===== src/include/sd_dac_settings.svh =====
// --------------------------------------------------------------------------
// Sigma-delta DAC core build settings
// Widths, FIFO depth and modulator timing shared by all blocks
// --------------------------------------------------------------------------
`ifndef SD_DAC_SETTINGS_SVH
`define SD_DAC_SETTINGS_SVH

// Datapath widths
`define SD_SAMPLE_W 18
`define SD_ACC_W 48

// Sample FIFO entries, a power of two
`define SD_FIFO_DEPTH 8

// Clocks per modulator tick
`define SD_MOD_DIV 16
// Modulator ticks per audio sample
`define SD_OSR 8

`define SD_WB_ADDR_W 2

`endif

===== src/logic/audio_pkg.sv =====
// --------------------------------------------------------------------------
// Audio sample types, register map and modulator sequencer steps
// --------------------------------------------------------------------------
`include "sd_dac_settings.svh"

package audio_pkg;

    typedef logic signed [`SD_SAMPLE_W-1:0] sample_t;
    typedef logic [`SD_WB_ADDR_W-1:0] wb_addr_t;

    // Wishbone register map
    typedef enum logic [`SD_WB_ADDR_W-1:0] {
        REG_LEFT    = 2'd0,
        REG_RIGHT   = 2'd1,
        REG_STATUS  = 2'd2,
        REG_CONTROL = 2'd3
    } reg_addr_t;

    // Modulator program counter
    typedef enum logic [2:0] {
        SEQ_WAIT, SEQ_STEP1, SEQ_STEP2, SEQ_STEP3,
        SEQ_STEP4, SEQ_STEP5, SEQ_STEP6, SEQ_STEP7
    } seq_state_t;

endpackage


===== src/logic/dsp_pkg.sv =====
// --------------------------------------------------------------------------
// Arithmetic types for the shared modulator adder
// --------------------------------------------------------------------------
`include "sd_dac_settings.svh"

package dsp_pkg;

    // Accumulator and adder operand word
    typedef logic signed [`SD_ACC_W-1:0] acc_t;

    // Adder operations
    //   DSP_NONE     hold p
    //   DSP_LOAD_C   p <= dab + c
    //   DSP_ACC_ADD  p <= p + dab
    //   DSP_ACC_SUB  p <= p - dab
    typedef enum logic [1:0] {
        DSP_NONE    = 2'd0,
        DSP_LOAD_C  = 2'd1,
        DSP_ACC_ADD = 2'd2,
        DSP_ACC_SUB = 2'd3
    } dsp_op_t;

endpackage


===== src/logic/sample_if.sv =====
// --------------------------------------------------------------------------
// Stereo sample stream with valid/ready handshake
// --------------------------------------------------------------------------
interface sample_if
    import audio_pkg::*;
();

    sample_t left;
    sample_t right;
    logic    valid;
    logic    ready;

    // Pair is transferred when valid and ready are both high
    modport producer (
        output left, right, valid,
        input  ready
    );

    modport consumer (
        input  left, right, valid,
        output ready
    );

endinterface


===== src/logic/sd_dac_top.sv =====
// --------------------------------------------------------------------------
// Stereo sigma-delta DAC core with Wishbone sample port
// --------------------------------------------------------------------------
`include "sd_dac_settings.svh"

module sd_dac_top
    import audio_pkg::*;
(
    input  logic        clk,
    input  logic        reset,
    input  logic        wb_cyc,
    input  logic        wb_stb,
    input  logic        wb_we,
    input  wb_addr_t    wb_adr,
    input  logic [31:0] wb_dat_w,
    output logic [31:0] wb_dat_r,
    output logic        wb_ack,
    output logic        dout_l,
    output logic        dout_r
);

    localparam int LEVEL_W = $clog2(`SD_FIFO_DEPTH + 1);

    logic [LEVEL_W-1:0] fifo_level;
    logic               underflow_set;
    logic               enable;

    sample_if push_if ();
    sample_if mod_if ();

    wb_sample_port #(.LEVEL_W(LEVEL_W)) u_wb_sample_port (
        .clk           (clk),
        .reset         (reset),
        .wb_cyc        (wb_cyc),
        .wb_stb        (wb_stb),
        .wb_we         (wb_we),
        .wb_adr        (wb_adr),
        .wb_dat_w      (wb_dat_w),
        .wb_dat_r      (wb_dat_r),
        .wb_ack        (wb_ack),
        .push          (push_if.producer),
        .fifo_level    (fifo_level),
        .underflow_set (underflow_set),
        .enable        (enable)
    );

    sample_pacer #(.LEVEL_W(LEVEL_W)) u_sample_pacer (
        .clk           (clk),
        .reset         (reset),
        .enable        (enable),
        .push          (push_if.consumer),
        .mod           (mod_if.producer),
        .fifo_level    (fifo_level),
        .underflow_set (underflow_set)
    );

    sigma_delta_modulator u_sigma_delta_modulator (
        .clk     (clk),
        .reset   (reset),
        .samples (mod_if.consumer),
        .dout_l  (dout_l),
        .dout_r  (dout_r)
    );

endmodule


===== src/logic/sigma_delta_modulator.sv =====
// --------------------------------------------------------------------------
// Two-channel second-order sigma-delta modulator
// One shared adder, stepped by a seven-step program counter
// --------------------------------------------------------------------------
module sigma_delta_modulator
    import dsp_pkg::*;
    import audio_pkg::*;
(
    input  logic       clk,
    input  logic       reset,
    sample_if.consumer samples,
    output logic       dout_l,
    output logic       dout_r
);

    localparam int FB_W = $bits(sample_t) + 2;

    seq_state_t pc;
    sample_t    s_l;
    sample_t    s_r;
    acc_t       i1_l, i1_r, i2_l, i2_r;
    logic       neg_l, neg_r;
    logic [3:0] delta_cnt;
    logic [$bits(sample_t)-1:0] delta;
    logic signed [FB_W-1:0] d_fb;
    logic signed [FB_W-1:0] c_fb_l;
    logic signed [FB_W-1:0] c_fb_r;

    // Adder controls and register strobes
    dsp_op_t op;
    acc_t    dab, c, p;
    logic    ld_i1_l, ld_i2_l, ld_i1_r, ld_i2_r;

    // Dither table around 0x18000, one entry per sequence
    always_comb begin
        case (delta_cnt)
            4'h0, 4'h8: delta = 18'h18000;
            4'h1, 4'h7: delta = 18'h189cb;
            4'h2, 4'h6: delta = 18'h1921a;
            4'h3, 4'h5: delta = 18'h197a6;
            4'h4:       delta = 18'h19999;
            4'h9, 4'hf: delta = 18'h17634;
            4'ha, 4'he: delta = 18'h16de5;
            4'hb, 4'hd: delta = 18'h16859;
            default:    delta = 18'h16666;
        endcase
    end

    // Sample minus feedback, sign from the previous output
    assign d_fb   = $signed({2'b00, delta});
    assign c_fb_l = neg_l ? FB_W'(s_l) + d_fb : FB_W'(s_l) - d_fb;
    assign c_fb_r = neg_r ? FB_W'(s_r) + d_fb : FB_W'(s_r) - d_fb;

    assign samples.ready = (pc == SEQ_WAIT);

    // ------------------------------------------------------------------------
    // Step decode
    // ------------------------------------------------------------------------
    always_comb begin
        op      = DSP_NONE;
        dab     = '0;
        c       = '0;
        ld_i1_l = 1'b0;
        ld_i2_l = 1'b0;
        ld_i1_r = 1'b0;
        ld_i2_r = 1'b0;
        case (pc)
            SEQ_STEP1: begin
                op  = DSP_LOAD_C;
                dab = i1_l;
                c   = acc_t'(c_fb_l);
            end
            SEQ_STEP2: begin
                ld_i1_l = 1'b1;
                op      = DSP_ACC_ADD;
                dab     = i2_l;
            end
            SEQ_STEP3: begin
                op  = neg_l ? DSP_ACC_ADD : DSP_ACC_SUB;
                dab = acc_t'(delta);
            end
            SEQ_STEP4: begin
                // Left second integrator done, right channel starts
                ld_i2_l = 1'b1;
                op      = DSP_LOAD_C;
                dab     = i1_r;
                c       = acc_t'(c_fb_r);
            end
            SEQ_STEP5: begin
                ld_i1_r = 1'b1;
                op      = DSP_ACC_ADD;
                dab     = i2_r;
            end
            SEQ_STEP6: begin
                op  = neg_r ? DSP_ACC_ADD : DSP_ACC_SUB;
                dab = acc_t'(delta);
            end
            SEQ_STEP7: ld_i2_r = 1'b1;
            default: ;
        endcase
    end

    always_ff @(posedge clk or posedge reset) begin
        if (reset) begin
            pc        <= SEQ_WAIT;
            delta_cnt <= '0;
            i1_l      <= '0;
            i2_l      <= '0;
            i1_r      <= '0;
            i2_r      <= '0;
            neg_l     <= 1'b0;
            neg_r     <= 1'b0;
            dout_l    <= 1'b0;
            dout_r    <= 1'b0;
        end else begin
            if (pc == SEQ_WAIT) begin
                if (samples.valid) pc <= SEQ_STEP1;
            end else begin
                pc <= (pc == SEQ_STEP7) ? SEQ_WAIT : seq_state_t'(pc + 3'd1);
            end
            if (ld_i1_l) i1_l <= p;
            if (ld_i1_r) i1_r <= p;
            if (ld_i2_l) begin
                i2_l  <= p;
                neg_l <= p[$bits(acc_t)-1];
            end
            if (ld_i2_r) begin
                i2_r      <= p;
                neg_r     <= p[$bits(acc_t)-1];
                dout_r    <= ~p[$bits(acc_t)-1];
                delta_cnt <= delta_cnt + 4'd1;
            end
            if (pc == SEQ_STEP5) dout_l <= ~neg_l;
        end
    end

    // Held input pair
    always_ff @(posedge clk) begin
        if (samples.valid && samples.ready) begin
            s_l <= samples.left;
            s_r <= samples.right;
        end
    end

    dsp_adder u_dsp_adder (
        .clk   (clk),
        .reset (reset),
        .op    (op),
        .dab   (dab),
        .c     (c),
        .p     (p)
    );

endmodule


===== src/logic/sample_pacer.sv =====
// --------------------------------------------------------------------------
// Sample FIFO with modulator tick and audio-period timing
// --------------------------------------------------------------------------
`include "sd_dac_settings.svh"

module sample_pacer
    import audio_pkg::*;
#(
    parameter int LEVEL_W = $clog2(`SD_FIFO_DEPTH + 1)
) (
    input  logic               clk,
    input  logic               reset,
    input  logic               enable,
    sample_if.consumer         push,
    sample_if.producer         mod,
    output logic [LEVEL_W-1:0] fifo_level,
    output logic               underflow_set
);

    localparam int PTR_W = $clog2(`SD_FIFO_DEPTH);
    localparam int DIV_W = $clog2(`SD_MOD_DIV);
    localparam int OSR_W = $clog2(`SD_OSR);

    sample_t mem_l [`SD_FIFO_DEPTH];
    sample_t mem_r [`SD_FIFO_DEPTH];

    logic [PTR_W-1:0] wr_ptr;
    logic [PTR_W-1:0] rd_ptr;
    logic [DIV_W-1:0] div_cnt;
    logic [OSR_W-1:0] osr_cnt;
    logic             tick;
    logic             period;
    logic             do_push;
    logic             do_pop;

    // ------------------------------------------------------------------------
    // Timing and FIFO strobes
    // ------------------------------------------------------------------------
    assign push.ready    = (fifo_level != LEVEL_W'(`SD_FIFO_DEPTH));
    assign do_push       = push.valid && push.ready;
    assign tick          = enable && (div_cnt == DIV_W'(`SD_MOD_DIV - 1));
    assign period        = tick && (osr_cnt == '0);
    assign do_pop        = period && (fifo_level != '0);
    assign underflow_set = period && (fifo_level == '0);

    always_ff @(posedge clk or posedge reset) begin
        if (reset) begin
            wr_ptr     <= '0;
            rd_ptr     <= '0;
            fifo_level <= '0;
            div_cnt    <= '0;
            osr_cnt    <= '0;
            mod.valid  <= 1'b0;
            mod.left   <= '0;
            mod.right  <= '0;
        end else begin
            if (do_push) wr_ptr <= wr_ptr + 1'b1;
            if (do_pop)  rd_ptr <= rd_ptr + 1'b1;
            fifo_level <= fifo_level + LEVEL_W'(do_push) - LEVEL_W'(do_pop);

            // Counters restart whenever the pacer is disabled
            if (!enable) begin
                div_cnt <= '0;
                osr_cnt <= '0;
            end else begin
                div_cnt <= tick ? '0 : div_cnt + 1'b1;
                if (tick) osr_cnt <= (osr_cnt == OSR_W'(`SD_OSR - 1)) ? '0 : osr_cnt + 1'b1;
            end

            // Empty FIFO keeps the old pair
            if (do_pop) begin
                mod.left  <= mem_l[rd_ptr];
                mod.right <= mem_r[rd_ptr];
            end

            // Held until the modulator takes it
            if (tick)                        mod.valid <= 1'b1;
            else if (mod.valid && mod.ready) mod.valid <= 1'b0;
        end
    end

    always_ff @(posedge clk) begin
        if (do_push) begin
            mem_l[wr_ptr] <= push.left;
            mem_r[wr_ptr] <= push.right;
        end
    end

endmodule


===== src/logic/wb_sample_port.sv =====
// --------------------------------------------------------------------------
// Wishbone classic slave for sample writes, control and status
// --------------------------------------------------------------------------
`include "sd_dac_settings.svh"

module wb_sample_port
    import audio_pkg::*;
#(
    parameter int LEVEL_W = $clog2(`SD_FIFO_DEPTH + 1)
) (
    input  logic               clk,
    input  logic               reset,
    input  logic               wb_cyc,
    input  logic               wb_stb,
    input  logic               wb_we,
    input  wb_addr_t           wb_adr,
    input  logic [31:0]        wb_dat_w,
    output logic [31:0]        wb_dat_r,
    output logic               wb_ack,
    sample_if.producer         push,
    input  logic [LEVEL_W-1:0] fifo_level,
    input  logic               underflow_set,
    output logic               enable
);

    logic    take;
    sample_t left_q;
    logic    overflow;
    logic    underflow;

    // One access per strobe with ack one clock later
    assign take = wb_cyc && wb_stb && !wb_ack;

    always_ff @(posedge clk or posedge reset) begin
        if (reset) begin
            wb_ack     <= 1'b0;
            enable     <= 1'b0;
            overflow   <= 1'b0;
            underflow  <= 1'b0;
            push.valid <= 1'b0;
        end else begin
            wb_ack     <= take;
            push.valid <= 1'b0;
            if (take && wb_we) begin
                case (reg_addr_t'(wb_adr))
                    REG_RIGHT: begin
                        // Full FIFO drops the pair
                        if (push.ready) push.valid <= 1'b1;
                        else            overflow   <= 1'b1;
                    end
                    REG_STATUS: begin
                        if (wb_dat_w[8]) overflow  <= 1'b0;
                        if (wb_dat_w[9]) underflow <= 1'b0;
                    end
                    REG_CONTROL: enable <= wb_dat_w[0];
                    default: ;
                endcase
            end
            // Pacer event wins over a clear in the same clock
            if (underflow_set) underflow <= 1'b1;
        end
    end

    // Sample and read-data registers
    always_ff @(posedge clk) begin
        if (take && wb_we && reg_addr_t'(wb_adr) == REG_LEFT) begin
            left_q <= wb_dat_w[`SD_SAMPLE_W-1:0];
        end
        if (take && wb_we && reg_addr_t'(wb_adr) == REG_RIGHT) begin
            push.left  <= left_q;
            push.right <= wb_dat_w[`SD_SAMPLE_W-1:0];
        end
        if (take) begin
            case (reg_addr_t'(wb_adr))
                REG_LEFT:    wb_dat_r <= 32'(left_q);
                REG_STATUS:  wb_dat_r <= {15'd0, enable, 6'd0, underflow, overflow,
                                          8'(fifo_level)};
                REG_CONTROL: wb_dat_r <= {31'd0, enable};
                default:     wb_dat_r <= '0;
            endcase
        end
    end

endmodule


===== src/logic/dsp_adder.sv =====
// --------------------------------------------------------------------------
// Registered 48-bit add/subtract unit with operand select
// --------------------------------------------------------------------------
module dsp_adder
    import dsp_pkg::*;
(
    input  logic    clk,
    input  logic    reset,
    input  dsp_op_t op,
    input  acc_t    dab,
    input  acc_t    c,
    output acc_t    p
);

    acc_t sum_in;
    acc_t sum;

    // Second operand is c on a load, else the running result
    assign sum_in = (op == DSP_LOAD_C) ? c : p;
    assign sum    = (op == DSP_ACC_SUB) ? sum_in - dab : sum_in + dab;

    always_ff @(posedge clk or posedge reset) begin
        if (reset) begin
            p <= '0;
        end else if (op != DSP_NONE) begin
            p <= sum;
        end
    end

endmodule


===== config.mk =====
export PLATFORM = sky130hd
export DESIGN_NAME = sd_dac_top
export DESIGN_NICKNAME = d
export VERILOG_FILES = /design/src/logic/audio_pkg.sv /design/src/logic/dsp_pkg.sv /design/src/logic/sample_if.sv /design/src/logic/sd_dac_top.sv /design/src/logic/sigma_delta_modulator.sv /design/src/logic/sample_pacer.sv /design/src/logic/wb_sample_port.sv /design/src/logic/dsp_adder.sv
export VERILOG_INCLUDE_DIRS = /design/src /design/src/include
export SDC_FILE = /design/constraint.sdc
export NUM_CORES = 1
export LEC_CHECK = 0
export CAP_MARGIN = 10
export CORE_ASPECT_RATIO = 0.8
export CORE_UTILIZATION = 58
export DETAILED_ROUTE_END_ITERATION = 12
export DONT_BUFFER_PORTS = 1
export PLACE_DENSITY_LB_ADDON = 0.08
export SLEW_MARGIN = 5
export SYNTH_ARGS = -nofsm -noshare
export SYNTH_HDL_FRONTEND = slang
export SYNTH_SLANG_ARGS = --single-unit
export TNS_END_PERCENT = 50

===== constraint.sdc =====
create_clock -name clk -period 9.3 [get_ports clk]
set_clock_uncertainty 0.05 [all_clocks]
set_input_delay 1.395 -clock clk [delete_from_list [all_inputs] [get_ports clk]]
set_output_delay 1.395 -clock clk [all_outputs]
set_load 0.01 [all_outputs]

==> metrics.txt <==
status=finished clean; GPL Wtd Cong=0.932; top cell type's share of synthesized area=0.353; TritonCTS Buffers=71; Port Buffers=0; Async SR Flop Fraction=0.438; register bit total from synthesis=704; antenna violations before repair=0; leakage power=15.3 nW; Setup Crit Path Kind=reg2reg; Initial Utilization=0.590; clock root cell=clkbuf_16; Critical Path RT=9.79 ns; Site Rows=78; Syn. warnings=0; Die Y=217 um; main flop type after synthesis=edfxtp_1; Final nets=2864; Area contributors post-synth=edfxtp_1, dfrtp_1, mux4_2; # DRC=0; Worst IR Drop VDD=0.000153 V; Inserted Diodes=0; CTS tree=done; Die X=271 um; Max Cap Viol=0; Unique masters post-synth=84; H-Tree Depth=3; Clk Latency, worst-skew pair=0.63 ns; Boundary Pins=74; syn_area_per_cell=12.3 um^2; Core ar.=57000 um^2; CTS sink count=704; fin crit share=0.927; unrepaired setup endpoints after global routing=no; crit path from=u_sigma_delta_modulator.delta_cnt[0]$_DFFE_PP0P_; worst-margin pin slew=1.09 ns; DRT Wirelength=79300 um; Slew headroom=0.274; Worst Setup Start Kind=flop; Longest Clk Path Bufs=3; Syn Nets=2883; crit-path max FO=12; R2R cell count=35; Highest Clock Rate=116 MHz; antenna viol nets, final=0; Post-DP HPWL=50400 um; worst hold slack=0.383 ns; dpl cell area=34500 um^2; crit path DAT=9.12 ns; post-synthesis sequential area ratio=0.583; post-synthesis cell count=2727; Critical path buffers and inverters=5; Cell Area, Synth=33600 um^2; vias in the first global route=21300; Synth area leader=edfxtp_1; worst reg2reg path startpoint=u_sigma_delta_modulator.delta_cnt[0]$_DFFE_PP0P_; Setup Total Neg Slack=0 ns; first-pass GRT wire length=124000 um; Tot GR Track Use=0.274; Post-CTS Setup Bufs=0; capturing point of the worst reg2reg path=u_sigma_delta_modulator.u_dsp_adder.p[47]$_DFFE_PP0P_; HP Class=reg2reg; WL per Instance=22.5 um; Hold Crit Depth=0; CTS Hold Buffers Added=0; largest net degree at the start of global routing=162; count of final setup violators=0; Area Overhead vs Synth=10.2%; CP Capture Point=u_sigma_delta_modulator.u_dsp_adder.p[47]$_DFFE_PP0P_; Max stage delay on crit path=0.65 ns; power per cell area=208 nW/um^2; Detailed Routing Iterations Pass 1=6; Worst-path clk slew=0.07 ns; total die area=59000 um^2; Slowest cell on crit path=mux4_2; vias per cell=6.14; Crit path depth=35; DR vias=21700; family with the most delay on the worst path=compound AO/OA/AOI/OAI gates; EDFF count, synth=396; flop-to-flop setup slack=0.68 ns; Design Area, Final=37100 um^2; critical path endpoint category=flop; fin crit period=8.62 ns; Max Slew Vio Count=0; final hold vios=0; share of layout cells above drive strength 1=0.148; 1st-iter DRT viols=2133; total gr overflow=0
## layer usage
layer  wire, um  GRT usage
met1      38000      0.427
met2      35200      0.408
met3       4480     0.0383
met4       1550     0.0685
met5          0          0
## through the flow
step	util	instances	total power, W	setup slack, ns
detailed placement	0.605	3393	0.00469	0.487
global placement	0.605	3393	0.00468	0.529
global route	0.650	3525	0.00801	0.0868
floorplan	-	2727	0.00433	1.76
CTS	0.649	3523	0.00773	0.368
finish	0.650	3525	0.00771	0.677
## cells in the mapped netlist (all sizes together) (10+ instances only)
library cell,instances
xor2,64
nand3,28
a21oi,189
mux2,125
mux2i,49
a222oi,12
buf,59
o21a,35
nand2b,26
xnor2,74
o21bai,12
mux4,76
inv,63
a211oi,14
nand2,415
a31oi,15
dfrtp,308
nor3,25
and2,25
edfxtp,396
clkbuf,88
ha,113
nor2,178
nor2b,13
a21o,27
a22oi,37
o31ai,13
and3,20
a221oi,22
o21ai,94
a221o,10
## layout make-up
class                           count  area, um^2
Clock buffer                       88        1940
Clock inverter                     42         582
Fill cell                        4189       19900
Inverter                           63         240
Multi-Input combinational cell   1813       13300
Sequential cell                   704       19600
Tap cell                          760         951
Timing Repair Buffer               55         449
## state kept, by name (all words and copies together), names as in the netlist, 4 cells and up
register and flops:
u_sample_pacer.mod.right 18, u_sigma_delta_modulator.i2_l 48, u_wb_sample_port.push.left 18, u_sigma_delta_modulator.i1_r 48, u_sigma_delta_modulator.delta_cnt 4, u_sigma_delta_modulator.s_l 18
u_sample_pacer.fifo_level 4, u_wb_sample_port.left_q 18, u_sigma_delta_modulator.i1_l 48, u_sample_pacer.div_cnt 4, u_sample_pacer.mod.left 18, u_wb_sample_port.push.right 18
u_sigma_delta_modulator.i2_r 47, u_sigma_delta_modulator.u_dsp_adder.p 48, u_sample_pacer.mem_l 144, u_wb_sample_port.wb_dat_r 18, u_sample_pacer.mem_r 144, u_sigma_delta_modulator.s_r 18
## worst register-to-register path, delay by kind of cell (launching register included)
kind                     cells  cell delay [ns]
buffers and inverters        5             0.74
AO/OA/AOI/OAI               14             2.83
adder cells (fa/ha/maj)      3             1.21
XOR/XNOR                     1             0.12
multiplexers                 1             0.65
flip-flops                   1             0.57
AND/OR/NAND/NOR             11             2.37
## logic make-up after synthesis
logic type	share of synthesized area
XOR/XNOR	0.0362
buffers and inverters	0.0265
multiplexers	0.108
adder cells (fa/ha/maj)	0.0444
AND/OR/NAND/NOR	0.0994
AO/OA/AOI/OAI	0.103
flip-flops	0.583
## worst min-delay path by stage
stage	startpoint	slack (ns)	endpoint
after floorplan	u_wb_sample_port.left_q[10]$_DFFE_PP_	0.37	u_wb_sample_port.push.left[10]$_DFFE_PP_
after global placement	u_wb_sample_port.left_q[14]$_DFFE_PP_	0.38	u_wb_sample_port.push.left[14]$_DFFE_PP_
after detailed placement	u_wb_sample_port.left_q[14]$_DFFE_PP_	0.38	u_wb_sample_port.push.left[14]$_DFFE_PP_
after CTS	u_sample_pacer.mod.right[11]$_DFFE_PP0P_	0.39	u_sigma_delta_modulator.s_r[11]$_DFFE_PP_
after global routing	u_sample_pacer.mod.right[9]$_DFFE_PP0P_	0.41	u_sigma_delta_modulator.s_r[9]$_DFFE_PP_
final	u_sample_pacer.mod.right[11]$_DFFE_PP0P_	0.38	u_sigma_delta_modulator.s_r[11]$_DFFE_PP_
## placed cells by master (no fill, tap or decap), drive strengths merged, types with 37 or more instances in the layout
cell / Yosys / final
xor2: 64 / 64
nand2: 415 / 415
o21ai: 94 / 94
mux2: 125 / 125
edfxtp: 396 / 396
mux4: 76 / 76
inv: 63 / 67
nor2: 178 / 178
clkbuf: 88 / 88
xnor2: 74 / 74
a21oi: 189 / 189
buf: 59 / 55
dfrtp: 308 / 308
ha: 113 / 113
mux2i: 49 / 49
a22oi: 37 / 37
## power by group
part           total (W)  leakage [nW]  switching (W)  internal, W
registers        0.00336          7.95      0.0000380      0.00332
logic            0.00130          6.16       0.000738     0.000564
clock network    0.00304          1.22        0.00125      0.00179
## timing repair
item | in CTS | in global routing
resized for setup | 0 | 3
hold endpoints to repair | 0 | 0
endpoints found under the setup margin | 0 | 9
Power figures use the tool's default switching activity.
